[src/soc_params.svh]
`ifndef SOC_PARAMS_SVH
`define SOC_PARAMS_SVH

// Bus widths
`define BUS_AW 32
`define BUS_DW 32

// Two tightly coupled SRAM banks of 8K words each
`define SRAM_BANKS 2
`define SRAM_AW    13

// Instruction bank first, data bank second
`define SRAM0_BASE 32'hbfff_8000
`define SRAM1_BASE 32'hbfff_0000
`define SRAM_MASK  32'hffff_8000

// Configuration register block of 8 words
`define CONF_BASE      32'hbfaf_0000
`define CONF_MASK      32'hffff_ffe0
`define CONF_REGS      8
`define CONF_CSN_RESET 32'h0000_00ff

`endif

[src/soc_bus_pkg.sv]
`default_nettype none

`include "soc_params.svh"

package soc_bus_pkg;

    // Byte address on the strobe bus
    typedef logic [`BUS_AW-1:0] bus_addr_t;

    // One bus word
    typedef logic [`BUS_DW-1:0] bus_data_t;

    // One write strobe per byte lane
    typedef logic [`BUS_DW/8-1:0] bus_strb_t;

endpackage

`default_nettype wire

[src/soc_map_pkg.sv]
`default_nettype none

`include "soc_params.svh"

package soc_map_pkg;

    // Where a request goes
    typedef enum logic [1:0] {
        TGT_SRAM0 = 2'd0,
        TGT_SRAM1 = 2'd1,
        TGT_CONF  = 2'd2,
        TGT_NONE  = 2'd3
    } target_e;

    // Word index inside one SRAM bank
    typedef logic [`SRAM_AW-1:0] sram_index_t;

    // Register number inside the config block
    typedef logic [$clog2(`CONF_REGS)-1:0] conf_index_t;

endpackage

`default_nettype wire

[src/bus_decoder.sv]
`timescale 1ns/1ps
`default_nettype none

`include "soc_params.svh"

module bus_decoder (
    input  wire                           req_i,
    input  wire                           we_i,
    input  wire soc_bus_pkg::bus_addr_t   addr_i,
    output logic [`SRAM_BANKS-1:0]        sram_sel_o,
    output logic                          conf_sel_o,
    output soc_map_pkg::target_e          tgt_o,
    output logic                          rd_o
);

    logic sram0_hit;
    logic sram1_hit;
    logic conf_hit;

    // Region compares on the full address
    assign sram0_hit = (addr_i & `SRAM_MASK) == `SRAM0_BASE;
    assign sram1_hit = (addr_i & `SRAM_MASK) == `SRAM1_BASE;
    assign conf_hit  = (addr_i & `CONF_MASK) == `CONF_BASE;

    // Selects come straight from the hits while a request is up
    assign sram_sel_o = {req_i & sram1_hit, req_i & sram0_hit};
    assign conf_sel_o = req_i & conf_hit;
    assign rd_o       = req_i & ~we_i;

    always_comb
    begin
        if (sram0_hit)
            tgt_o = soc_map_pkg::TGT_SRAM0;
        else if (sram1_hit)
            tgt_o = soc_map_pkg::TGT_SRAM1;
        else if (conf_hit)
            tgt_o = soc_map_pkg::TGT_CONF;
        else
            tgt_o = soc_map_pkg::TGT_NONE;
    end

    // Regions in the memory map must never overlap
    always_comb
    begin
        assert ($onehot0({sram_sel_o, conf_sel_o}))
        else $error("bus_decoder: more than one target hit at %h", addr_i);
    end

endmodule

`default_nettype wire

[config.mk]
export PLATFORM = sky130hd
export DESIGN_NAME = bus_decoder
export DESIGN_NICKNAME = d
export VERILOG_FILES = /design/src/soc_bus_pkg.sv /design/src/soc_map_pkg.sv /design/src/bus_decoder.sv
export VERILOG_INCLUDE_DIRS = /design/src
export SDC_FILE = /design/constraint.sdc
export NUM_CORES = 1
export LEC_CHECK = 0
export BUFFER_PORTS_ARGS = -buffer_cell sky130_fd_sc_hd__buf_2
export CORE_AREA = 5 5 42 44
export DETAILED_ROUTE_END_ITERATION = 6
export DIE_AREA = 0 0 47 49
export GPL_ROUTABILITY_DRIVEN = 0
export SYNTH_ARGS = -nofsm -noshare
export SYNTH_HDL_FRONTEND = slang
export SYNTH_SLANG_ARGS = --single-unit
[constraint.sdc]
create_clock -name vclk -period 1.7
set_clock_uncertainty 0.15 [all_clocks]
set_input_delay 0 -clock vclk [all_inputs]
set_output_delay 0 -clock vclk [all_outputs]
set_load 0.01 [all_outputs]
==> results of run 1 <==
[power by group through the flow]
stage | registers (µW) | clock network, µW | logic [µW]
final | 0 | 0 | 43.6
after floorplan | 0 | 0 | 8.29
after CTS | 0 | 0 | 44.1
after global routing | 0 | 0 | 49.3
after global placement | 0 | 0 | 42.9
after detailed placement | 0 | 0 | 44.0
[cell families after synthesis]
group / synth area share (%)
compound gates: 6.45
buf+inv: 3.22
simple gates: 90.3
[per-stage QoR]
step	setup WS [ns]	cell area, µm²	util, %	total power [µW]	std cells
final	0.450	312	22.2	43.6	70
after global placement	0.454	312	22.2	42.9	70
after global routing	0.371	312	22.2	49.3	70
after detailed placement	0.435	312	22.2	44.0	70
after floorplan	0.611	116	-	8.29	19
after CTS	0.435	312	22.2	44.1	70
[final cells by class]
cell class | count | share of cell area, %
Inverter | 1 | 1.20
Multi-Input combinational cell | 18 | 36.1
Tap cell | 16 | 6.43
Timing Repair Buffer | 35 | 56.2
[worst max path at each step]
stage                from       endpoint  slack [ns]
6_report       addr_i[19]       tgt_o[1]        0.45
5_1_grt        addr_i[30]  sram_sel_o[1]        0.37
4_1_cts        addr_i[19]       tgt_o[1]        0.44
3_5_place_dp   addr_i[19]       tgt_o[1]        0.43
3_3_place_gp   addr_i[19]       tgt_o[1]        0.45
2_1_floorplan  addr_i[19]  sram_sel_o[1]        0.61
[cell usage in the layout, fill, tap and decap left out, drive strengths merged, types with 2 or more instances in the layout]
master  count
nor3        3
buf        35
nor4        3
nand2       2
nand4       3
nor2        2
[metal layers]
metal	track usage (%)	vias up	routed length [µm]
li1	-	148	-
met1	6.52	107	209
met2	8.82	29	264
met3	0.738	0	185
met4	0	0	0
met5	0	-	0
[critical path: stages]
cell and delay (ns):
buf_2 0.08, nand4_1 0.09, or4_4 0.56, or2_1 0.24, buf_2 0.14
==> flow_summary_export.csv, run 1 <==
group,metric,value,unit
status,status,"finished, final reports clean",
yosys,syn_avg_cell_area,6.12,µm²
final_layout,fillers,157,
yosys,synth_commonest_cells,"3 x nand4_1, 3 x nor3_1, 2 x nand2_1, 2 x nor2_1, 2 x nor4_1",
grt,grt_pass1_wl,938,µm
drt,drtPass1Iterations,4,
final_layout,drive_above_1_share,68.5,%
yosys,synth.largest_area_cell,"nand4_1",
pwr,p_per_area,140,nW/µm²
pwr,power.share.sequential,0,%
pwr,power_switching,16.1,µW
final_layout,clkbuf_count,0,
clock_tree,post_cts_resized,0,
grt,grt_pass1_vias,270,
pwr,ir_worst_vdd,0.0000256,V
min_path,hp-class,"primary input to output pin",
clock_tree,postCtsSetupBuffers,0,
setup_path,required,1.55,ns
timing,worst_slew_pin_slew,0.243,ns
floorplan,core_region_area,1400,µm²
grt,overflow,0,
pwr,power_frac_comb,100.0,%
drt,vias,284,
pwr,switching_share,36.9,%
place,dp_hpwl,642,µm
floorplan,start_util,8.30,%
drt,via_per_inst,4.06,
yosys,ys_warn_count,0,
floorplan,die_area,2300,µm²
min_path,whs_path_depth,3,
pwr,p_int,27.5,µW
timing,min_period,1.25,ns
floorplan,io_pins,40,
timing,fin_crit_sh,73.5,%
final_layout,regArea,0,µm²
timing,maxSlewHeadroom,83.7,%
grt,globalRouteTotalUtil,4.98,%
grt,grt_max_degree,6,
grt,antenna_found_initial,0,
pwr,clock_power_share,0,%
final_layout,multiInputGateArea,113,µm²
min_path,hold_end,"rd_o",
clock_tree,cts_hold_buf,0,
final_layout,areaGrowthSynthToFinish,168,%
place,portBuffers,35,
pwr,leakagePower,0.000163,µW
timing,rsz0062_at_grt,"no",
floorplan,rows,14,
floorplan,die_w,47,µm
yosys,synth-seq-area-share,0,%
setup_path,critPathArrivalTime,1.10,ns
drt,drc,0,
setup_path,endpoint_kind,"output pin",
final_layout,n_sequential_cell,0,
drt,wl,658,µm
final_layout,fin_nets,90,
yosys,syn_area,116,µm²
drt,dr.first_iter.drc_count,1,
yosys,syn-num-nets,53,
floorplan,die_y,49,µm
timing,finalSetupViolations,0,
yosys,synth_cells,19,
timing,max_freq,800,MHz
timing,whs,0.0772,ns
drt,wl_per_cell,9.40,µm
drt,antenna_left,0,
job,cap_violations,0,
yosys,synth_area_leaders,"nand4_1 16%, nor3_1 13%, nor4_1 11%, nor4_2 11%, or4_4 9.7%",
timing,finalHoldViolations,0,
yosys,synth_top_area_share,16.1,%
setup_path,path_max_fanout,5,
timing,maxSlewViolCount,0,
setup_path,criticalPathCategory,"primary input to output pin",
final_layout,antenna_cells,0,
setup_path,start_kind,"primary input",
min_path,min-delay-start,"we_i",
yosys,synth_cell_types,12,
timing,tns,0,ns
No activity file was read; power rests on OpenSTA's default activity.
==> inputs of run 2 (changes only) <==
--- a/config.mk
+++ b/config.mk
@@ -6,6 +6,7 @@
 export SDC_FILE = /design/constraint.sdc
 export NUM_CORES = 1
 export LEC_CHECK = 0
+export ABC_AREA = 1
 export BUFFER_PORTS_ARGS = -buffer_cell sky130_fd_sc_hd__buf_2
 export CORE_AREA = 5 5 42 44
 export DETAILED_ROUTE_END_ITERATION = 6
==> constraint.sdc (replaced) <==
create_clock -name vclk -period 1.1
set_clock_uncertainty 0.15 [all_clocks]
set_input_delay 0 -clock vclk [all_inputs]
set_output_delay 0 -clock vclk [all_outputs]
set_load 0.01 [all_outputs]
==> run 2 against run 1 <==
Sequential cell count did not move; sequential share of layout area unchanged; die area unchanged; global-route usage rose by 1.3 points; synthesized cell count grew 150%; highest routed layer unchanged.
==> flow_summary_export.csv, run 2 <==
group,metric,value,unit
status,status,"finished, final reports clean",
drt,drtPass1Iterations,4,
timing,finalSetupViolations,0,
yosys,synth_cells,47,
final_layout,clkbuf_count,0,
floorplan,io_pins,40,
pwr,p_per_area,213,nW/µm²
timing,maxSlewViolCount,0,
grt,overflow,0,
floorplan,start_util,16.8,%
setup_path,path_cells,"buf_2 -> nand2_1 -> nor2_2 -> nand3_2 -> nor3_2 -> nor2_1 -> buf_2",
timing,max_freq,1130,MHz
grt,grt_max_degree,5,
min_path,hp-class,"primary input to output pin",
setup_path,path_buf_inv,2,
final_layout,antenna_cells,0,
yosys,synth.largest_area_cell,"nand2_1",
drt,top_layer_used,"met3",
place,place_ws,0.214,ns
floorplan,rows,14,
clock_tree,cts_hold_buf,0,
setup_path,crit_start,"addr_i[21]",
timing,maxSlewHeadroom,89.3,%
yosys,synth-seq-area-share,0,%
yosys,syn_area,235,µm²
drt,antenna_left,0,
setup_path,criticalPathCategory,"primary input to output pin",
drt,wl_met3,88,µm
drt,wl_per_cell,8.18,µm
final_layout,mostFrequentLayoutCell,"buf_2",
yosys,synth_top_area_share,19.1,%
grt,antenna_found_initial,0,
timing,rsz0062_at_grt,"no",
timing,worst_slew_pin_slew,0.160,ns
setup_path,crit_cells,7,
yosys,syn_avg_cell_area,5.00,µm²
final_layout,fillers,169,
setup_path,cp_top_family,"simple AND/OR/NAND/NOR gates",
final_layout,final_cell_mix,"35 x buf_2, 12 x nand2_1, 12 x nor2_1",
pwr,ir_worst_vdd,0.0000699,V
final_layout,drive_above_1_share,53.7,%
grt,grt_pass1_wl,1190,µm
timing,min_period,0.882,ns
yosys,synth_cell_types,9,
floorplan,core_region_area,1400,µm²
grt,grt_pass1_vias,321,
final_layout,n_sequential_cell,0,
setup_path,path_max_fanout,3,
drt,via_per_inst,3.94,
drt,dr.first_iter.drc_count,3,
drt,wl,802,µm
place,portBuffers,35,
floorplan,die_y,49,µm
min_path,min-delay-start,"we_i",
yosys,synth_area_leaders,"nand2_1 19%, nor2_1 19%, nor3_2 13%, inv_1 13%, nand4_1 11%",
setup_path,cpMostUsedCell,"buf_2",
drt,drc,0,
setup_path,endpoint_kind,"output pin",
setup_path,critical_path.slowest_cell,"nor2_2",
setup_path,required,0.95,ns
drt,drt-met1-wl,276,µm
clock_tree,post_cts_resized,0,
timing,finalHoldViolations,0,
timing,tns,0,ns
drt,vias,386,
yosys,ys_warn_count,0,
clock_tree,postCtsSetupBuffers,0,
place,dp_hpwl,773,µm
timing,post-route-worst-setup-slack,0.218,ns
min_path,whs_path_depth,3,
yosys,synth_commonest_cells,"12 x nand2_1, 12 x nor2_1, 8 x inv_1, 4 x nand4_1",
grt,globalRouteTotalUtil,6.32,%
final_layout,fin_nets,118,
setup_path,max_stage_delay,0.17,ns
pwr,leakagePower,0.000236,µW
floorplan,die_area,2300,µm²
job,cap_violations,0,
drt,wl_met2,437,µm
setup_path,critPathArrivalTime,0.73,ns
min_path,hold_end,"rd_o",
floorplan,die_w,47,µm
setup_path,start_kind,"primary input",
final_layout,regArea,0,µm²
yosys,syn-num-nets,81,
final_layout,areaGrowthSynthToFinish,83.0,%
timing,fin_crit_sh,80.1,%
-- run 2: cell types whose count changed after synthesis, moves of 3 or more --
cell / delta
nor2_1: +10
nor3_1: -3
nand2_1: +10
nor3_2: +3
nor2_2: +3
inv_1: +7
-- run 2: per-layer routing --
layer	up-vias	track usage (%)
met5	-	0
met4	0	0
met3	0	0.369
met2	14	12.2
met1	154	7.61
li1	218	-
-- run 2: kinds of logic after synthesis --
kind of cell	Yosys count	share of synthesized area, %
simple gates	39	87.2
buf+inv	8	12.8
-- run 2: worst max-delay path by stage --
stage	to	slack [ns]
after floorplan	conf_sel_o	0.42
final	tgt_o[0]	0.22
after global placement	tgt_o[0]	0.23
after CTS	tgt_o[0]	0.22
after detailed placement	tgt_o[0]	0.21
after global routing	conf_sel_o	0.14
-- run 2: tightest hold or removal path: stages --
cell    delay (ns)
buf_2         0.08
nor2_1        0.03
buf_2         0.13
-- run 2: stage by stage --
| step | total power (µW) | hold slack (ns) | std cells | util, % | cell area [µm²] |
|---|---|---|---|---|---|
| after floorplan | 32.4 | -0.102 | 47 | - | 235 |
| final | 91.8 | 0.0834 | 98 | 30.7 | 430 |
| after CTS | 93.3 | 0.0854 | 98 | 30.7 | 430 |
| after global placement | 90.2 | 0.0809 | 98 | 30.7 | 430 |
| after global routing | 104 | 0.107 | 98 | 30.7 | 430 |
| after detailed placement | 93.0 | 0.0854 | 98 | 30.7 | 430 |
-- run 2: final cells by class --
type | count | area [µm²] | share of cell area, %
Timing Repair Buffer | 35 | 175 | 40.7
Tap cell | 16 | 20.0 | 4.65
Inverter | 8 | 30.0 | 6.98
Multi-Input combinational cell | 39 | 205 | 47.7
-- run 2: where the power goes --
group / internal (µW) / switching [µW] / leakage (µW)
clock: 0 / 0 / 0
sequential: 0 / 0 / 0
combinational: 48.9 / 42.9 / 0.000236
total: 48.9 / 42.9 / 0.000236
