===== config.mk =====
export PLATFORM = sky130hd
export DESIGN_NAME = read_return
export DESIGN_NICKNAME = d
export VERILOG_FILES = /design/src/soc_bus_pkg.sv /design/src/soc_map_pkg.sv /design/src/read_return.sv
export VERILOG_INCLUDE_DIRS = /design/src
export SDC_FILE = /design/constraint.sdc
export NUM_CORES = 1
export LEC_CHECK = 0
export ABC_AREA = 1
export ABC_CLOCK_PERIOD_IN_PS = 2300
export BUFFER_PORTS_ARGS = -buffer_cell sky130_fd_sc_hd__buf_2
export CORE_MARGIN = 10
export CORE_UTILIZATION = 31
export CTS_CLUSTER_DIAMETER = 100
export CTS_CLUSTER_SIZE = 14
export DETAILED_ROUTE_END_ITERATION = 12
export PLACE_DENSITY = 0.95
export SLEW_MARGIN = 20
export SYNTH_ARGS = -nofsm -noshare
export SYNTH_HDL_FRONTEND = slang
export SYNTH_SLANG_ARGS = --single-unit
export TNS_END_PERCENT = 30

===== constraint.sdc =====
create_clock -name c1_clk0 -period 2.3 [get_ports c1_clk0]
set_input_delay 0.46 -clock c1_clk0 [delete_from_list [all_inputs] [get_ports c1_clk0]]
set_output_delay 0.46 -clock c1_clk0 [all_outputs]
set_load 0.02 [all_outputs]

===== src/soc_params.svh =====
`ifndef SOC_PARAMS_SVH
`define SOC_PARAMS_SVH

// Bus widths
`define BUS_AW 32
`define BUS_DW 32

// Two tightly coupled SRAM banks of 8K words each
`define SRAM_BANKS 2
`define SRAM_AW    13

// Instruction bank first, data bank second
`define SRAM0_BASE 32'hbfff_8000
`define SRAM1_BASE 32'hbfff_0000
`define SRAM_MASK  32'hffff_8000

// Configuration register block of 8 words
`define CONF_BASE      32'hbfaf_0000
`define CONF_MASK      32'hffff_ffe0
`define CONF_REGS      8
`define CONF_CSN_RESET 32'h0000_00ff

`endif


===== src/soc_bus_pkg.sv =====
`default_nettype none

`include "soc_params.svh"

package soc_bus_pkg;

    // Byte address on the strobe bus
    typedef logic [`BUS_AW-1:0] bus_addr_t;

    // One bus word
    typedef logic [`BUS_DW-1:0] bus_data_t;

    // One write strobe per byte lane
    typedef logic [`BUS_DW/8-1:0] bus_strb_t;

endpackage

`default_nettype wire


===== src/soc_map_pkg.sv =====
`default_nettype none

`include "soc_params.svh"

package soc_map_pkg;

    // Where a request goes
    typedef enum logic [1:0] {
        TGT_SRAM0 = 2'd0,
        TGT_SRAM1 = 2'd1,
        TGT_CONF  = 2'd2,
        TGT_NONE  = 2'd3
    } target_e;

    // Word index inside one SRAM bank
    typedef logic [`SRAM_AW-1:0] sram_index_t;

    // Register number inside the config block
    typedef logic [$clog2(`CONF_REGS)-1:0] conf_index_t;

endpackage

`default_nettype wire


===== src/read_return.sv =====
`timescale 1ns/1ps
`default_nettype none

`include "soc_params.svh"

module read_return (
    input  wire                          c1_clk0,
    input  wire                          reset_i,
    input  wire                          rd_i,
    input  wire soc_map_pkg::target_e    tgt_i,
    input  wire soc_bus_pkg::bus_data_t  sram_rdata_i [`SRAM_BANKS],
    input  wire soc_bus_pkg::bus_data_t  conf_rdata_i,
    output logic                         rvalid_o,
    output soc_bus_pkg::bus_data_t       rdata_o
);

    logic                 rd_q;
    soc_map_pkg::target_e tgt_q;

    // Remember which target answers next cycle
    always_ff @(posedge c1_clk0)
    begin
        if (reset_i)
        begin
            rd_q  <= 1'b0;
            tgt_q <= soc_map_pkg::TGT_NONE;
        end
        else
        begin
            rd_q  <= rd_i;
            tgt_q <= tgt_i;
        end
    end

    assign rvalid_o = rd_q;

    always_comb
    begin
        case (tgt_q)
            soc_map_pkg::TGT_SRAM0: rdata_o = sram_rdata_i[0];
            soc_map_pkg::TGT_SRAM1: rdata_o = sram_rdata_i[1];
            soc_map_pkg::TGT_CONF:  rdata_o = conf_rdata_i;
            // Unmapped reads return zero
            default:                rdata_o = '0;
        endcase
    end

endmodule

`default_nettype wire


==> qor.tcl, run 1 <==
set qor(gr-usage-all-layers) 0.1583
set qor(setup_repair_after_global_routing_missed_its_margin) {false}
set qor(wl_per_cell_um) 15.31
set qor(worst_pin_slew_ps) 529.1
set qor(internal_power_uw) 240.2
set qor(largest_driver_fanout_on_the_critical_path) 26
set qor(final.fill_count) 292
set qor(route.final.wire_length_mm) 4.731
set qor(synth_top_cells_by_area) {sky130_fd_sc_hd__nand3_1, sky130_fd_sc_hd__buf_6, sky130_fd_sc_hd__nand2_1}
set qor(power.switching_uw) 193.1
set qor(swShare) 0.4457
set qor(io_buffer_count) 133
set qor(grt_max_degree) 33
set qor(first_global_vias) 1561
set qor(globalRouteOverflowTotal) 0
set qor(cts-root-buf) {sky130_fd_sc_hd__clkbuf_4}
set qor(design.die.area_um2) 5290
set qor(final_net_count) 380
set qor(tritoncts_num_sinks) 3
set qor(cts_buffer_depth) 2
set qor(worstPathArrival_ps) 1620
set qor(cellPowerDensity_nw_per_um2) 296.5
set qor(cts.reportedPaths.clkPinSlew_ps) 40
set qor(syn_avg_cell_area_um2) 5.562
set qor(fin_cells) 309
set qor(cts-htree-levels) 1
set qor(drt_first_iter_violations) 78
set qor(max_slew_margin) 0.6467
set qor(ctsResizeCount) 0
set qor(yosysTopAreaCellShare) 0.5573
set qor(timing.setup.tns_ps) 0
set qor(last_weighted_congestion_value_of_the_routability_driven_placer) 0.7666
set qor(critical_path_class) {flip-flop to output pin}
set qor(synth_edf_count) 0
set qor(post-synth-top-count-cell) {sky130_fd_sc_hd__nand3_1}
set qor(period_minus_slack_ps) 2085
set qor(grt_pass1_wl_mm) 7.093
set qor(share_clk_of_total_power) 0.225
set qor(die_h_um) 72.74
set qor(post_synth_num_cell_types) 10
set qor(seq_area_frac_synth) 0.06967
set qor(cts_hold_buffers) 0
set qor(ant_nets) 0
set qor(run_status) {finished, final reports clean}
set qor(vias_per_cell) 5.052
set qor(ys.warnings.count) 0
set qor(vdd_drop_max_v) 0.0002266
set qor(num_antenna_cells) 0
set qor(critPathCaptureType) {output pin}
set qor(postCtsSetupBuffers) 0
set qor(postSynth.topFlopCell) {sky130_fd_sc_hd__dfxtp_1}
set qor(synthesis.area_um2) 862.1
set qor(min_period_over_period) 0.9065
set qor(max_cap_violations) 0
set qor(yosys-top-cells-count) {sky130_fd_sc_hd__nand3_1, sky130_fd_sc_hd__nand2_1, sky130_fd_sc_hd__buf_6}
set qor(detailroute.via_count) 1561
set qor(leakage_uw) 0.0009029
set qor(min_path_type) {primary input to flip-flop}
set qor(timing.final.max_slew_violations) 0
set qor(pwr-share-comb) 0.638
set qor(critPathRequiredTime_ps) 1840
set qor(area_growth_syn_to_layout_pct) 69.52
set qor(floorplan.initialDensity) 0.3181
set qor(drc) 0
set qor(row_count) 19
set qor(place.detailed.instances) 305
set qor(detailed_place_hpwl_mm) 3.785
set qor(net_count_synth) 256
set qor(netlist.top_cell.by_area) {sky130_fd_sc_hd__nand3_1}
set qor(first_pass_iters) 4
set qor(finalSetupViolCount) 0
set qor(final-hold-violation-count) 0
set qor(yosys_register_bits) 3
set qor(post_route_cells_drive_above_1_share) 0.5180
set qor(postSynthCellCount) 155
set qor(cts-buffers-inserted) 3
set qor(achievable-frequency_ghz) 0.4796
set qor(sequentialPowerShare) 0.137
set qor(dieWidth_um) 72.74
set qor(io-pin-count) 134
set qor(tritoncts) {built}
set qor(cp-start-kind) {flip-flop}
set qor(ys_async_sr_fraction) 0
set qor(grt_antenna_before_repair) 0
set qor(fp.coreArea_um2) 2710
-- area by class of cell --
cell class | count | area, µm² | area share
well taps | 31 | 38.79 | 0.02654
multi-input cells | 132 | 636.9 | 0.4358
clock buffers | 4 | 26.28 | 0.01798
flip-flops and latches | 3 | 60.06 | 0.04110
inverters | 3 | 11.26 | 0.007705
repair buffers | 136 | 688.2 | 0.4709
-- kinds of logic after synthesis --
family / synth area share
AND/OR/NAND/NOR: 0.7388
buffers and inverters: 0.1916
flip-flops: 0.06967
-- power groups by stage --
stage                     clock [µW]  sequential [µW]  combinational (µW)
after global placement             0             59.7                 274
after global routing             106             59.9                 302
after floorplan                    0             58.1                 157
after CTS                        102             59.4                 278
final                           97.4             59.3                 277
after detailed placement           0             60.2                 277
-- final timing paths --
kind | slack (ps) | start | depth (start not counted) | end
max | 220 | tgt_q[0] | 4 | rdata_o[10]
min | 390 | reset_i | 2 | rvalid_o
-- stage by stage --
step	worst slack [ps]	area, µm²	hold WS (ps)	util	power, µW
final	215.1	1461	394.2	0.5392	433.3
after global routing	65.01	1461	396.0	0.5392	467.8
after CTS	194.3	1461	387.1	0.5392	439.6
after detailed placement	468.1	1435	643.7	0.5295	337.6
after global placement	527.9	1435	635.5	0.5295	333.4
after floorplan	949.9	862.1	531.2	-	214.6
-- worst max-delay path, cell delays in order (launching register included) --
cell	delay, ps
sky130_fd_sc_hd__dfxtp_1	590
sky130_fd_sc_hd__buf_4	370
sky130_fd_sc_hd__nand3_1	130
sky130_fd_sc_hd__nand3_1	110
sky130_fd_sc_hd__buf_2	170
-- registers in the layout, summed over array words and instances, names as in the netlist --
register and flops:
rvalid_o 1, tgt_q 2
-- per-layer routing --
| layer | part of all wire | track usage | vias to the layer above |
|---|---|---|---|
| li1 | - | - | 788 |
| met1 | 0.34 | 0.1523 | 705 |
| met2 | 0.56 | 0.3073 | 64 |
| met3 | 0.091 | 0.07075 | 4 |
| met4 | 0.0076 | 0.01688 | 0 |
| met5 | 0 | 0 | - |
-- cell usage in the layout, fill, tap and decap left out --
| cell | n |
|---|---|
| sky130_fd_sc_hd__clkbuf_1 | 1 |
| sky130_fd_sc_hd__buf_4 | 3 |
| sky130_fd_sc_hd__or2_2 | 2 |
| sky130_fd_sc_hd__buf_2 | 133 |
| sky130_fd_sc_hd__nor2_1 | 1 |
| sky130_fd_sc_hd__dfxtp_1 | 3 |
| sky130_fd_sc_hd__nand2_1 | 32 |
| sky130_fd_sc_hd__inv_2 | 2 |
| sky130_fd_sc_hd__nand3_1 | 96 |
| sky130_fd_sc_hd__clkbuf_4 | 3 |
| sky130_fd_sc_hd__nor2_8 | 1 |
| sky130_fd_sc_hd__inv_1 | 1 |
Note: power is estimated with default switching activity, not from simulation.
==> run 2: changes to the inputs <==
--- a/config.mk
+++ b/config.mk
@@ -7,14 +7,14 @@
 export NUM_CORES = 1
 export LEC_CHECK = 0
 export ABC_AREA = 1
-export ABC_CLOCK_PERIOD_IN_PS = 2300
+export ABC_CLOCK_PERIOD_IN_PS = 2250
 export BUFFER_PORTS_ARGS = -buffer_cell sky130_fd_sc_hd__buf_2
 export CORE_MARGIN = 10
-export CORE_UTILIZATION = 31
+export CORE_UTILIZATION = 29
 export CTS_CLUSTER_DIAMETER = 100
 export CTS_CLUSTER_SIZE = 14
 export DETAILED_ROUTE_END_ITERATION = 12
-export PLACE_DENSITY = 0.95
+export PLACE_DENSITY = 0.91
 export SLEW_MARGIN = 20
 export SYNTH_ARGS = -nofsm -noshare
 export SYNTH_HDL_FRONTEND = slang
==> constraint.sdc (replaced) <==
create_clock -name c1_clk0 -period 2.25 [get_ports c1_clk0]
set_input_delay 0.45 -clock c1_clk0 [delete_from_list [all_inputs] [get_ports c1_clk0]]
set_output_delay 0.45 -clock c1_clk0 [all_outputs]
set_load 0.02 [all_outputs]
==> qor.tcl, run 2 (synthesis gave the netlist of run 1 again) <==
set qor(vdd_drop_max_v) 0.0002491 ;# +9.9%
set qor(max_cap_violations) 0 ;# unchanged
set qor(ant_nets) 0 ;# unchanged
set qor(seqCellArea_um2) 60.06 ;# unchanged
set qor(critPathCaptureType) {output pin}
set qor(cts-htree-levels) 1 ;# unchanged
set qor(vias_per_cell) 5.058 ;# +0.12%
set qor(commonest_cells_after_routing_fill_and_taps_aside) {sky130_fd_sc_hd__buf_2, sky130_fd_sc_hd__nand3_1, sky130_fd_sc_hd__nand2_1}
set qor(die_h_um) 74.52 ;# +2.5%
set qor(dpl-instance-area_um2) 1443 ;# +0.52%
set qor(fp.coreArea_um2) 2805 ;# +3.5%
set qor(post_route_cells_drive_above_1_share) 0.5197 ;# +0.001728
set qor(final.fill_count) 301 ;# +3.1%
set qor(drc) 0 ;# unchanged
set qor(postCtsSetupBuffers) 0 ;# unchanged
set qor(route.final.wire_length_mm) 4.590 ;# -3.0%
set qor(multi_input_comb_area_um2) 636.9 ;# unchanged
set qor(achievable-frequency_ghz) 0.4908
set qor(detailroute.wirelength.met2_mm) 2.334 ;# -12%
set qor(fin_util) 0.5236 ;# -0.01560
set qor(drt_first_iter_violations) 68 ;# -13%
set qor(final-hold-violation-count) 0 ;# unchanged
set qor(floorplan.initialDensity) 0.3073 ;# -0.01078
set qor(first_pass_iters) 4 ;# unchanged
set qor(largest_register_ff_count) 2 ;# unchanged
set qor(timing.final.max_slew_violations) 0 ;# unchanged
set qor(worstPathArrival_ps) 1590 ;# -30 ps
set qor(detailed_place_hpwl_mm) 3.802 ;# +0.45%
set qor(place.detailed.instances) 306 ;# +0.33%
set qor(layout.cell_area.non_filler_um2) 1469 ;# +0.51%
set qor(last_weighted_congestion_value_of_the_routability_driven_placer) 0.7472 ;# -2.5%
set qor(design.die.area_um2) 5553 ;# +5.0%
set qor(max_slew_margin) 0.6634 ;# +0.01667
set qor(cts_buffer_depth) 2 ;# unchanged
set qor(holdCritStartpoint) {reset_i}
set qor(wl_per_cell_um) 14.81 ;# -3.3%
set qor(setup_repair_after_global_routing_missed_its_margin) {false}
set qor(largest_driver_fanout_on_the_critical_path) 32 ;# +23%
set qor(met1_length_mm) 1.621 ;# +1.4%
set qor(cellPowerDensity_nw_per_um2) 300.5 ;# +1.3%
set qor(leakage_uw) 0.0009074 ;# +0.50%
set qor(critical_path_class) {flip-flop to output pin}
set qor(tritoncts) {built}
set qor(ctsResizeCount) 0 ;# unchanged
set qor(tritoncts_num_sinks) 3 ;# unchanged
set qor(fin_cells) 310 ;# +0.32%
set qor(grt_pass1_wl_mm) 6.817 ;# -3.9%
set qor(critPathRequiredTime_ps) 1800 ;# -40 ps
set qor(cts_hold_buffers) 0 ;# unchanged
set qor(cp-start-kind) {flip-flop}
set qor(detailroute.via_count) 1568 ;# +0.45%
set qor(io_buffer_count) 133 ;# unchanged
set qor(grt_antenna_before_repair) 0 ;# unchanged
set qor(cts-root-buf) {sky130_fd_sc_hd__clkbuf_4}
set qor(regMostFlops) {tgt_q}
set qor(met3_length_um) 595 ;# +38%
set qor(final_net_count) 381 ;# +0.26%
set qor(run_status) {finished, final reports clean}
set qor(globalRouteOverflowTotal) 0 ;# unchanged
set qor(period_minus_slack_ps) 2037
set qor(cts.reportedPaths.clkPinSlew_ps) 40 ;# about the same
set qor(worstHoldPathCells) 2 ;# unchanged
set qor(dr.max_layer_used) {met4}
set qor(num_antenna_cells) 0 ;# unchanged
set qor(min_period_over_period) 0.9055
set qor(io-pin-count) 134 ;# unchanged
set qor(area_growth_syn_to_layout_pct) 70.39
set qor(first_global_vias) 1582 ;# +1.3%
set qor(timing.hold.worst_endpoint) {rvalid_o}
set qor(gr-usage-all-layers) 0.1486 ;# -0.009669
set qor(layout.cells.most_common) {sky130_fd_sc_hd__buf_2}
set qor(dieWidth_um) 74.52 ;# +2.5%
set qor(min_path_type) {primary input to flip-flop}
set qor(timing.setup.tns_ps) 0 ;# unchanged
set qor(finalSetupViolCount) 0 ;# unchanged
set qor(worst_pin_slew_ps) 504.1 ;# -24.97 ps
set qor(cts-buffers-inserted) 3 ;# unchanged
set qor(row_count) 19 ;# unchanged
set qor(grt_max_degree) 33 ;# unchanged
[run 2: cell types whose count changed in the layout (fill, tap and decap cells not counted)]
| cell | delta |
|---|---|
| sky130_fd_sc_hd__buf_4 | +1 |
[run 2: metrics by stage]
stage / setup WS [ps] / hold slack [ps] / total power (µW)
final: 212.6 / 390.9 / 441.3
after detailed placement: 452.6 / 634.4 / 346.6
after global routing: 87.90 / 387.8 / 477.9
after floorplan: 909.9 / 521.2 / 219.4
after global placement: 475.4 / 628.8 / 341.8
after CTS: 191.0 / 376.1 / 450.3
[run 2: cell type report]
type | instances | area share
clock buffer | 4 | 0.01789
tap | 31 | 0.02641
timing repair buffer | 137 | 0.4736
sequential | 3 | 0.04089
inverter | 3 | 0.007666
multi-input combinational | 132 | 0.4336
[run 2: worst max path at each step]
stage          startpoint          end  slack [ps]
3_5_place_dp     tgt_q[1]  rdata_o[28]         450
5_1_grt          tgt_q[1]  rdata_o[14]          90
3_3_place_gp     tgt_q[0]  rdata_o[16]         480
4_1_cts          tgt_q[1]  rdata_o[28]         190
2_1_floorplan    tgt_q[1]   rdata_o[0]         910
6_report         tgt_q[1]  rdata_o[28]         210
[run 2: power by group]
group          internal [µW]  switching [µW]
sequential              56.4            6.66
clock                   66.6            30.7
combinational            123             158
[run 2: metal layers]
metal | up-vias | track usage
met3 | 4 | 0.06250
met4 | 0 | 0.05042
met5 | - | 0
met2 | 83 | 0.2776
met1 | 692 | 0.1435
li1 | 789 | -
[run 2: worst max-delay path: stages, from the launching register on]
cell and delay [ps]:
sky130_fd_sc_hd__dfxtp_1 580, sky130_fd_sc_hd__inv_2 340, sky130_fd_sc_hd__nand3_1 170, sky130_fd_sc_hd__nand3_1 90, sky130_fd_sc_hd__buf_2 160
