File: src/soc_params.svh
`ifndef SOC_PARAMS_SVH
`define SOC_PARAMS_SVH

// Bus widths
`define BUS_AW 32
`define BUS_DW 32

// Two tightly coupled SRAM banks of 8K words each
`define SRAM_BANKS 2
`define SRAM_AW    13

// Instruction bank first, data bank second
`define SRAM0_BASE 32'hbfff_8000
`define SRAM1_BASE 32'hbfff_0000
`define SRAM_MASK  32'hffff_8000

// Configuration register block of 8 words
`define CONF_BASE      32'hbfaf_0000
`define CONF_MASK      32'hffff_ffe0
`define CONF_REGS      8
`define CONF_CSN_RESET 32'h0000_00ff

`endif

File: src/soc_bus_pkg.sv
`default_nettype none

`include "soc_params.svh"

package soc_bus_pkg;

    // Byte address on the strobe bus
    typedef logic [`BUS_AW-1:0] bus_addr_t;

    // One bus word
    typedef logic [`BUS_DW-1:0] bus_data_t;

    // One write strobe per byte lane
    typedef logic [`BUS_DW/8-1:0] bus_strb_t;

endpackage

`default_nettype wire

File: src/soc_map_pkg.sv
`default_nettype none

`include "soc_params.svh"

package soc_map_pkg;

    // Where a request goes
    typedef enum logic [1:0] {
        TGT_SRAM0 = 2'd0,
        TGT_SRAM1 = 2'd1,
        TGT_CONF  = 2'd2,
        TGT_NONE  = 2'd3
    } target_e;

    // Word index inside one SRAM bank
    typedef logic [`SRAM_AW-1:0] sram_index_t;

    // Register number inside the config block
    typedef logic [$clog2(`CONF_REGS)-1:0] conf_index_t;

endpackage

`default_nettype wire

File: src/confreg.sv
`timescale 1ns/1ps
`default_nettype none

`include "soc_params.svh"

module confreg (
    input  wire                          c1_clk0,
    input  wire                          reset_i,
    input  wire                          sel_i,
    input  wire                          we_i,
    input  wire soc_bus_pkg::bus_addr_t  addr_i,
    input  wire soc_bus_pkg::bus_strb_t  wstrb_i,
    input  wire soc_bus_pkg::bus_data_t  wdata_i,
    output soc_bus_pkg::bus_data_t       rdata_o,
    output logic [15:0]                  led_o,
    output logic [7:0]                   num_csn_o,
    output logic [7:0]                   num_a_g_o
);

    soc_bus_pkg::bus_data_t   regs [`CONF_REGS];
    soc_map_pkg::conf_index_t idx;

    assign idx = addr_i[$clog2(`CONF_REGS)+1:2];

    // Byte writable register file
    always_ff @(posedge c1_clk0)
    begin
        if (reset_i)
        begin
            for (int r = 0; r < `CONF_REGS; r++)
                regs[r] <= (r == 1) ? `CONF_CSN_RESET : '0;
        end
        else if (sel_i && we_i)
        begin
            for (int b = 0; b < `BUS_DW/8; b++)
            begin
                if (wstrb_i[b])
                    regs[idx][b*8 +: 8] <= wdata_i[b*8 +: 8];
            end
        end
    end

    // Read port answers one cycle after select
    always_ff @(posedge c1_clk0)
    begin
        if (sel_i && !we_i)
            rdata_o <= regs[idx];
    end

    // Board outputs from regs 0 to 2
    assign led_o     = regs[0][15:0];
    assign num_csn_o = regs[1][7:0];
    assign num_a_g_o = regs[2][7:0];

endmodule

`default_nettype wire

File: config.mk
export PLATFORM = sky130hd
export DESIGN_NAME = confreg
export DESIGN_NICKNAME = d
export VERILOG_FILES = /design/src/soc_bus_pkg.sv /design/src/soc_map_pkg.sv /design/src/confreg.sv
export VERILOG_INCLUDE_DIRS = /design/src
export SDC_FILE = /design/constraint.sdc
export NUM_CORES = 1
export LEC_CHECK = 0
export ABC_AREA = 1
export BUFFER_PORTS_ARGS = -buffer_cell sky130_fd_sc_hd__buf_2
export CORE_MARGIN = 3
export CORE_UTILIZATION = 45
export CTS_CLUSTER_DIAMETER = 60
export DETAILED_ROUTE_END_ITERATION = 7
export PLACE_DENSITY = 0.75
export SYNTH_ARGS = -nofsm -noshare
export SYNTH_HDL_FRONTEND = slang
export SYNTH_SLANG_ARGS = --single-unit
File: constraint.sdc
create_clock -name c1_clk0 -period 4.4 [get_ports c1_clk0]
set_input_delay 0 -clock c1_clk0 [delete_from_list [all_inputs] [get_ports c1_clk0]]
set_output_delay 0 -clock c1_clk0 [all_outputs]
set_load 0.005 [all_outputs]
==> summary.md, run 1 <==
| Metric | Value |
|---|---|
| Status | completed |
| Non-Filler Instances | 1,914 |
| Register area share after synthesis | 65.3% |
| H-tree depth | 1 |
| Placed cell count | approximately 1,800 |
| DIE HEIGHT | 178 µm |
| Comb pwr share | 8.5% |
| Post-synth cell types | 15 |
| Initial Util | 45.9% |
| Power per cell area | 398 mW/mm² |
| Worst EP arrival | 2.36 ns |
| Crit path buf inv count | 3 |
| Layout cells sized above 1 | 12.7% |
| Die W | 178 µm |
| Placer congestion estimate | 0.836 |
| CP cell instances | buf_2 > inv_2 > buf_4 > nor3_4 > nand2_1 > nand2_1 |
| Max-Cap Viols | 0 |
| Core footprint | 0.0289 mm² |
| Startpoint types | primary input |
| IO buf count | 106 |
| Min cycle time layout | 2.17 ns |
| Detailed Place HPWL | 19,600 µm |
| First-pass GRT wire length | just under 50,000 µm |
| Clock network power share | 37.7% |
| Via Count | around 9,800 |
| Hold Path Depth | 4 |
| Dominant cells by area after synthesis | edfxtp_1 (65%), nand2_1 (20%), nor2_1 (7.2%), buf_4 (2.0%), buf_2 (1.4%) |
| Worst-skew pair later-pin latency | approximately 0.54 ns |
| Sequential power share | 53.8% |
| Syn. warnings | 0 |
| RSZ-0062 raised after global routing | no |
| Tcrit/Tclk final | 49.2% |
| Synthesis-to-layout area growth | 13.2% |
| Synth area leader | edfxtp_1 |
| Antenna Nets Post-Route | 0 |
| Total gr overflow | 0 |
| Worst-margin pin slew | 1.08 ns |
| Final WS setup | 2.23 ns |
| Synth top area share | about two thirds |
| CP top delay family | buffers and inverters |
| Diode count | 0 |
| Layout Nets | 1,584 |
| Num ports | 136 |
| Int Power | roughly 4600 µW |
| Ys flop type | edfxtp_1 |
| CP Depth | 6 |
| Pre-CTS worst setup slack | 1.73 ns |
| Via density per instance | 5.11 |
| Rows | 62 |
| Critical Path Sink Type | register |
| Post-cts resize count | 0 |
| Max Slew Vio Count | 0 |
| CTS Buf Count | 29 |
| Mapped Nets | 1,494 |
| Syn Area/Cell | 9.32 µm² |
| R2r worst-path depth | 6 |
| CP max-delay cell | inv_2 |
| Synth Instances | 1,422 |
| Critical-path maximum fanout | 46 |
| Gr usage total | between 10% and 20% |
| Slew HR | 27.6% |
| Post-CTS setup buffer count | 0 |
| Crit-path max cell delay | 0.48 ns |
| # clock sinks | 288 |
| Largest net degree at the start of global routing | 86 |
| CTS Root Cell | clkbuf_16 |
| First-iteration detailed-routing DRC count | 950 |
| Required time worst endpoint | 4.59 ns |
| FFs w/ async S/R, synth | 0% |
| Critical setup path kind | primary input to register |
| Netlist Area Pre-Place | 0.0133 mm² |
| Switching pwr | 1400 µW |
| Synth Register Bits | 288 |
| Peak VDD IR | 287 µV |
| Switching share of total power | between 20% and 30% |
| Worst-path clk slew | 0.06 ns |
| Worst hold slack | 0.0195 ns |
| Vias in the first global route | 9,458 |
| Max Fclk | 462 MHz |
| Hold Path Class | primary input to register |
| DR DRC count | 0 |
| DRT Pass-1 Iters | 5 |
| Number of synthesized flops with an enable pin | 288 |
| Clock buffer depth | 3 |
| CP most frequent cell | nand2_1 |
| Hold_buf cts | 35 |
| Total leakage power | ~0.0067 µW |
| Initial antenna violation count | 0 |
| WL/cell | 16.4 µm |
| Final WL | 31,400 µm |
| Setup TNS | 0 ns |
| Hold Fails Final Rpt | 0 |
| Clock Skew | 0.00889 ns |
| Die Footprint | roughly 0.032 mm² |
| TritonCTS clock tree | yes |
| Setup-failing EPs final | 0 |
cells by family after synthesis:
kind of cell	count (synthesis)	share of synthesized area, %
DFF	288	65.3
buffers and inverters	128	4.98
and+or+nand+nor	1006	29.8
registers in the layout (all words and copies together) (netlist names):
register,count
regs,256
rdata_o,32
tightest hold or removal path, delay by kind of cell:
kind,cells,cell delay [ns]
AND/OR/NAND/NOR,3,0.34
buffers and inverters,1,0.09
worst paths after layout:
kind / startpoint / endpoint / slack (ns)
hold / removal: wstrb_i[0] / regs[1][1] / 0.02
setup reg to reg: regs[0][10] / rdata_o[10] / 3.28
hold reg to reg: regs[2][12] / rdata_o[12] / 0.69
setup / recovery: addr_i[3] / regs[7][1] / 2.23
synth_stat cells, types with 4 or more instances:
master / count
nand2_1: 694
clkbuf_1: 10
nor2_2: 6
nand4_1: 4
nor2_1: 255
nand3_1: 14
nand2_2: 27
buf_2: 38
buf_4: 35
edfxtp_1: 288
inv_1: 36
buf_1: 6
cell type report:
class | instances | area [µm²]
Clock buffer | 33 | 741
Clock inverter | 16 | 100
Fill cell | 2566 | 13900
Inverter | 39 | 149
Multi-Input combinational cell | 1006 | 3950
Sequential cell | 288 | 8650
Tap cell | 384 | 480
Timing Repair Buffer | 148 | 936
per-stage QoR:
step | utilization [%] | total power [µW] | instance area [µm²]
2_1_floorplan | - | 3590 | 13300
3_3_place_gp | 47.9 | 3730 | 13800
3_5_place_dp | 47.9 | 3750 | 13800
4_1_cts | 52.0 | 5970 | 15000
5_1_grt | 52.0 | 6150 | 15000
6_report | 52.0 | 5970 | 15000
routing by layer:
metal / GRT usage [%] / part of all wire, % / up-vias
met1: 26.6 / 40 / 4590
met3: 3.08 / 8.9 / 72
met4: 6.38 / 2.5 / 0
li1: - / - / 4681
met2: 32.6 / 48 / 438
met5: 0 / 0 / -
power groups by stage:
stage	Combinational [µW]	Sequential (µW)	Clock [µW]
floorplan	336	3260	0
global placement	470	3260	0
detailed placement	481	3270	0
CTS	506	3210	2260
global route	567	3230	2360
finish	505	3210	2250
cell usage in the layout (no fill, tap or decap), types with 3 or more instances in the layout:
cell           Yosys  layout
nor2_2             6       6
nor3_4             3       3
nor2_1           255     254
dlygate4sd3_1      0      35
nand4_1            4       4
nand2_1          694     694
nor3_2             3       3
buf_2             38     105
buf_4             35       8
inv_1             36      36
edfxtp_1         288     288
clkbuf_16          0      29
clkinv_2           0       7
nand3_1           14      14
clkinv_1           0       7
nand2_2           27      27
clkbuf_1          10       4
Power figures use the tool's default switching activity.
==> inputs of run 2 (changes only) <==
- ABC_AREA: 1 -> 0
- PLACE_DENSITY: 0.75 -> 0.77
- clock period: 4.4 -> 1.8 ns (I/O delays scaled with it)
==> run 2 against run 1 <==
  * Final area decreased by 0.33%
  * Sequential share of layout area grew 0.19 points
  * Non-clock buffer count is 74 higher
  * Sequential cell count unchanged
  * Hold slack better by 0.095 ns
  * Global-route usage increased by 0.058 points
  * Via count is 23% lower
  * Wire length down 6.4%
  * Count of clock-buffer cells in the layout is 5 higher
  * Setup slack got worse by 1.9 ns
==> summary.md, run 2 <==
| Metric | Value |
|---|---|
| Num ports | 136 (unchanged) |
| Post-cts resize count | 0 (unchanged) |
| Syn. warnings | 0 (unchanged) |
| Synth Instances | 820 (-42%) |
| Layout cells sized above 1 | 32.2% (+19 points) |
| Antenna Nets Post-Route | 0 (unchanged) |
| Worst EP arrival | 1.72 ns (-0.64 ns) |
| Commonest non-fill, non-tap cell in the layout | edfxtp_1 |
| Vias in the first global route | 7,959 (-16%) |
| Register area share after synthesis | 68.5% (+3.2 points) |
| Max Slew Vio Count | 0 (unchanged) |
| Clock buffer depth | 3 (unchanged) |
| Crit path launch | regs[6][9] |
| Worst-path clk slew | 0.06 ns (about the same) |
| Min cycle time layout | about 1.4 ns |
| Gr usage total | 19.7% (+0.058 points) |
| Simple-gate area share of the yosys netlist | 11.5% (-18 points) |
| Syn Area/Cell | 15.4 µm² (+65%) |
| Most frequent cells in the layout | edfxtp_1 (288), nor2_1 (194), buf_2 (105), buf_4 (79), mux4_2 (62) |
| Via Count | 7,486 (-23%) |
| Startpoint types | register |
| CTS Buf Count | 28 (-3.4%) |
| Number of synthesized flops with an enable pin | 288 (unchanged) |
| Layout Nets | 1,057 (-33%) |
| Detailed Place HPWL | 19,300 µm (-1.3%) |
| Die W | 173 µm (-2.3%) |
| TritonCTS clock tree | yes |
| Sequential power share | 54.9% (+1.1 points) |
| Diode count | 0 (unchanged) |
| Clock network power share | 36.6% (-1.1 points) |
| Peak VDD IR | 707 µV (+150%) |
| Rows | 60 (-3.2%) |
| Largest regs | regs: 256 flops, rdata_o: 32 flops |
| CTS Root Cell | clkbuf_16 |
| Power per cell area | 958 mW/mm² (+140%) |
| Switching pwr | 3040 µW (+120%) |
| Hold_buf cts | 32 (-8.6%) |
| Worst-skew pair later-pin latency | 0.54 ns (about the same) |
| R2r worst-path depth | 2 (-4) |
| Hold Path Class | primary input to register |
| Initial Util | 46.3% (+0.41 points) |
| Most common library cells after synthesis | edfxtp_1 (288), nor2_1 (194), mux4_2 (62) |
| DIE HEIGHT | 173 µm (-2.3%) |
| FFs w/ async S/R, synth | 0% (unchanged) |
| DRT Pass-1 Iters | 5 (unchanged) |
| Netlist Area Pre-Place | 0.0126 mm² (-4.7%) |
| Hold Path Depth | 4 (unchanged) |
| Compound-Gate Fraction of Synth Area | 1.86% (+1.9 points) |
| Die Footprint | 0.0301 mm² (-4.6%) |
| Core footprint | 0.0273 mm² (-5.6%) |
| Synthesis-to-layout area growth | 18.5% |
| Largest net degree at the start of global routing | 26 (-70%) |
| Switching share of total power | 21.3% (-2.2 points) |
| Post-synthesis xor/xnor area fraction | 0% (unchanged) |
| Number of flip-flops in the largest register | 256 (unchanged) |
| Slew HR | 60.4% (+33 points) |
| Largest reg by FF count | regs |
| Mapped Nets | 892 (-40%) |
| Worst-margin pin slew | 0.594 ns (-0.489 ns) |
| Placer congestion estimate | 0.813 (-2.8%) |
| Total gr overflow | 0 (unchanged) |
| Via density per instance | 5.44 (+6.5%) |
| Placed cell count | 1,295 (-29%) |
| Synth Area in Adders | 0% (unchanged) |
| Clock Skew | 0.00688 ns (-0.00200 ns) |
| Reg-to-Reg Start | regs[6][9] |
| H-tree depth | 1 (unchanged) |
| Ys flop type | edfxtp_1 |
| First-pass GRT wire length | 45,500 µm (-6.1%) |
| Max-Cap Viols | 0 (unchanged) |
| Reg2reg setup slack | 0.37 ns (-2.91 ns) |
| Comb pwr share | 8.5% (about the same) |
| Most frequent cell after synthesis | edfxtp_1 |
| Status | completed |
| Post-synth cell types | 28 (+13) |
| Tcrit/Tclk final | 79.4% |
| Largest family of logic cells by synthesized area | multiplexers |
| Synth Register Bits | 288 (unchanged) |
| Critical Path Sink Type | register |
| DR DRC count | 0 (unchanged) |
| Critical-path maximum fanout | 1 (-98%) |
| IO buf count | 106 (unchanged) |
| Non-Filler Instances | 1,376 (-28%) |
| Synth top area share | 68.5% (+3.2 points) |
| Max Fclk | 699 MHz |
| Total leakage power | 0.00521 µW (-22%) |
| First-iteration detailed-routing DRC count | 902 (-5.1%) |
| Hold Fails Final Rpt | 0 (unchanged) |
| RSZ-0062 raised after global routing | no |
| Post-CTS setup buffer count | 0 (unchanged) |
| # clock sinks | 288 (unchanged) |
| Mux cell area share after synthesis | 14.1% (+14 points) |
| Initial antenna violation count | 3 (+3) |
| Worst r2r dst | rdata_o[9] |
| Synth area leader | edfxtp_1 |
| Setup TNS | 0 ns (unchanged) |
| Final WL | 29,400 µm (-6.4%) |
| WL/cell | 21.4 µm (+30%) |
| Critical setup path kind | register to register |
| Setup-failing EPs final | 0 (unchanged) |
| Dominant cells by area after synthesis | edfxtp_1 (69%), mux4_2 (11%), nor2_1 (5.8%), mux2_2 (2.9%), buf_4 (2.0%) |
| Int Power | 11,300 µW (+150%) |
| Worst setup path endpoint | rdata_o[9] |
| Required time worst endpoint | 2.09 ns (-2.50 ns) |
==> run 2: cell count changes after synthesis, sizes merged, moves of 12 or more <==
cell / change
nand3: -12
inv: -39
mux4: +62
clkbuf: +14
buf: -16
o21bai: +24
and2: +32
nor2: -63
mux2: +32
nand2: -687
and3: +24
==> run 2: logic make-up after synthesis <==
kind of cell           after synthesis
AO/OA/AOI/OAI                       31
buffers and inverters               87
flip-flops                         288
multiplexers                        96
AND/OR/NAND/NOR                    318
==> run 2: layer usage <==
| layer | global-route usage (%) | vias to the layer above | routed length (µm) |
|---|---|---|---|
| li1 | - | 3342 | - |
| met1 | 25.8 | 3741 | 11200 |
| met2 | 33.8 | 348 | 14900 |
| met3 | 3.70 | 49 | 2560 |
| met4 | 5.61 | 6 | 661 |
| met5 | 0 | - | 43 |
==> run 2: cell type report <==
class / instances / area [µm²]
Clock inverter: 11 / 48.8
Multi-Input combinational cell: 445 / 3470
Tap cell: 372 / 465
Fill cell: 2158 / 12300
Timing Repair Buffer: 222 / 1560
Clock buffer: 38 / 759
Sequential cell: 288 / 8650
==> run 2: worst min path at each step <==
| stage | to | from | slack (ns) |
|---|---|---|---|
| floorplan | regs[1][0] | wdata_i[0] | 0.18 |
| global placement | regs[1][2] | wdata_i[2] | 0.29 |
| detailed placement | regs[1][7] | wdata_i[7] | 0.30 |
| CTS | regs[1][7] | wstrb_i[0] | 0.09 |
| global route | regs[1][7] | wstrb_i[0] | 0.12 |
| finish | regs[1][4] | wstrb_i[0] | 0.11 |
==> run 2: per-stage QoR <==
step	instance area (µm²)	power (µW)	hold WS, ns	util [%]	setup WS [ns]
5_1_grt	15000	14800	0.119	54.9	0.353
2_1_floorplan	12600	8680	0.180	-	0.284
6_report	15000	14300	0.115	54.9	0.370
4_1_cts	15000	14400	0.0937	54.9	0.370
3_5_place_dp	13800	9180	0.302	50.7	0.195
3_3_place_gp	13800	9140	0.288	50.7	0.187
==> run 2: power groups by stage <==
stage	logic, µW	registers, µW	clock network [µW]
floorplan	723	7960	0
global placement	1160	7980	0
detailed placement	1180	8000	0
CTS	1240	7860	5300
global route	1310	7890	5620
finish	1220	7860	5240
==> run 2: worst max-delay path, cell delays in order, from the launching register on <==
cell	delay, ns
edfxtp_1	0.39
mux4_2	0.52
mux2_2	0.28
==> inputs of run 3 (changes only) <==
- PLACE_DENSITY: 0.77 -> 0.75
- clock period: 1.8 -> 1.4 ns (I/O delays scaled with it)
==> run 3 against run 2 <==
  * Setup slack got worse by 0.38 ns
  * Sequential share of layout area decreased by 2.6 points
  * Maximum frequency increased by 1.3%
  * The run now ends with setup timing left
  * Hold slack got worse by 0.047 ns
  * Critical endpoint is now rdata_o[10]
  * Die area unchanged
  * Largest cell class unchanged
==> summary.md, run 3 (synthesized netlist as in run 2, its figures left out) <==
| Metric | Value |
|---|---|
| Largest net degree at the start of global routing | 27 (+3.8%) |
| Comb pwr share | 9.1% (+0.6 points) |
| Clock Skew | 0.0150 ns (+0.00814 ns) |
| Synthesis-to-layout area growth | 24.0% |
| Crit-path max cell delay | 0.50 ns (-0.02 ns) |
| H-tree depth | 1 (unchanged) |
| DRT Pass-1 Iters | 5 (unchanged) |
| Initial Util | 46.3% (unchanged) |
| Diode count | 0 (unchanged) |
| # clock sinks | 288 (unchanged) |
| Required time worst endpoint | 1.69 ns (-0.40 ns) |
| Hold Path Depth | 4 (unchanged) |
| WL/cell | 22.4 µm (+4.7%) |
| Worst-path clk slew | 0.06 ns (about the same) |
| Worst-margin pin slew | 0.463 ns (-0.131 ns) |
| Via density per instance | 5.53 (+1.7%) |
| Setup TNS | -0.0573 ns (-0.0573 ns) |
| Power per cell area | 1260 mW/mm² (+32%) |
| Rows | 60 (unchanged) |
| TritonCTS clock tree | yes |
| CTS Root Cell | clkbuf_16 |
| Worst EP arrival | 1.70 ns (-0.02 ns) |
| RSZ-0062 raised after global routing | yes |
| Max Fclk | 708 MHz (+1.3%) |
| Pre-CTS worst setup slack | -0.268 ns (-0.464 ns) |
| Largest regs | regs: 256 flops, rdata_o: 32 flops |
| Clock network power share | 39.8% (+3.2 points) |
| Switching pwr | 4210 µW (+38%) |
| Placer congestion estimate | 0.803 (-1.2%) |
| Final core utilization | 57.5% (+2.6 points) |
| Switching share of total power | 21.3% (about the same) |
| Number of flip-flops in the largest register | 256 (unchanged) |
| CP cell instances | mux4_2 > mux2_4 |
| First-iteration detailed-routing DRC count | 874 (-3.1%) |
| Gr usage total | 21.0% (+1.3 points) |
| First-pass GRT wire length | 48,400 µm (+6.3%) |
| R2r worst-path depth | 2 (unchanged) |
| Slew HR | 69.1% (+8.7 points) |
| Final WS setup | -0.0121 ns (-0.382 ns) |
| Setup-failing EPs final | 8 (+8) |
| CP max-delay cell | mux4_2 |
| Layout cells sized above 1 | 36.6% (+4.4 points) |
| CP Depth | 2 (unchanged) |
| Clock buffer depth | 3 (unchanged) |
| Initial antenna violation count | 0 (-3) |
| Hold Path Class | primary input to register |
| CP top delay family | multiplexers |
| Critical setup path kind | register to register |
| Most frequent cells in the layout | edfxtp_1 (288), nor2_1 (194), buf_4 (119), buf_2 (105), mux4_2 (62) |
| Total gr overflow | 0 (unchanged) |
| Status | finished, violations left |
| DR DRC count | 0 (unchanged) |
| Min cycle time layout | 1.41 ns (-0.0177 ns) |
| Hold Fails Final Rpt | 0 (unchanged) |
| Antenna Nets Post-Route | 0 (unchanged) |
| Worst-skew pair later-pin latency | 0.55 ns (about the same) |
| Critical-path maximum fanout | 1 (unchanged) |
| Int Power | 15,600 µW (+38%) |
| Detailed Place HPWL | 21,100 µm (+9.2%) |
| Tcrit/Tclk final | 101% (+21 points) |
| Via Count | 7,901 (+5.5%) |
| Core footprint | 0.0273 mm² (unchanged) |
| Num ports | 136 (unchanged) |
| Largest reg by FF count | regs |
| IO buf count | 106 (unchanged) |
| DIE HEIGHT | 173 µm (unchanged) |
| CTS Buf Count | 29 (+3.6%) |
| Die Footprint | 0.0301 mm² (unchanged) |
| Crit path buf inv count | 0 (unchanged) |
| Startpoint types | register |
| Max-Cap Viols | 0 (unchanged) |
| Final WL | 31,900 µm (+8.7%) |
| Die W | 173 µm (unchanged) |
| Commonest non-fill, non-tap cell in the layout | edfxtp_1 |
| Sequential power share | 51.1% (-3.8 points) |
| Vias in the first global route | 8,347 (+4.9%) |
| Worst hold slack | 0.0678 ns (-0.0467 ns) |
| Total leakage power | 0.00563 µW (+8.2%) |
| Critical Path Sink Type | register |
| Peak VDD IR | 850 µV (+20%) |
| Failing checks | setup timing |
| Layout Nets | 1,106 (+4.6%) |
| Max Slew Vio Count | 0 (unchanged) |
## run 3: changes by cell type in the layout (fill, tap and decap cells not counted), sizes merged
cell and change:
clkinvlp +1, clkbuf -4, bufinv +5, clkinv +2, buf +48
## run 3: layout make-up
| cell class | instances | area [µm²] |
|---|---|---|
| Timing Repair Buffer | 270 | 2020 |
| Fill cell | 2104 | 11600 |
| Clock inverter | 19 | 215 |
| Sequential cell | 288 | 8650 |
| Clock buffer | 34 | 744 |
| Multi-Input combinational cell | 445 | 3570 |
| Tap cell | 372 | 465 |
## run 3: tightest hold or removal path: stages
cell and delay [ns]:
buf_2 0.10, nand4b_1 0.14, buf_12 0.17, or3_1 0.11
## run 3: routing by layer
layer  track usage (%)  share of wire, %  wire length, µm
met5                 0                 0                0
met4              6.28               2.8              899
met3              4.03               8.6             2730
met2              35.4                50            16000
met1              27.8                38            12300
## run 3: repair_timing
item,CTS,global route
gates resized for setup,2,16
endpoints found under the setup margin,11,25
buffers inserted,9,10
hold buffers,32,0
hold endpoints to repair,252,0
## run 3: worst paths after layout
path	start	endpoint	slack (ns)
max reg2reg	regs[2][10]	rdata_o[10]	-0.01
min	wstrb_i[0]	regs[1][6]	0.07
max	regs[2][10]	rdata_o[10]	-0.01
min reg2reg	regs[1][30]	rdata_o[30]	0.60
## run 3: power groups by stage
| stage | sequential, µW | clock [µW] | combinational [µW] |
|---|---|---|---|
| 3_5_place_dp | 10300 | 0 | 1620 |
| 5_1_grt | 10200 | 8330 | 1900 |
| 2_1_floorplan | 10200 | 0 | 937 |
| 3_3_place_gp | 10300 | 0 | 1580 |
| 4_1_cts | 10100 | 7980 | 1730 |
| 6_report | 10100 | 7880 | 1790 |
## run 3: stage by stage
| step | area [µm²] | power (µW) | cells |
|---|---|---|---|
| after floorplan | 12700 | 11200 | 820 |
| after global placement | 14200 | 11900 | 1324 |
| after detailed placement | 14200 | 11900 | 1324 |
| after CTS | 15500 | 19800 | 1418 |
| after global routing | 15700 | 20400 | 1428 |
| final | 15700 | 19800 | 1428 |
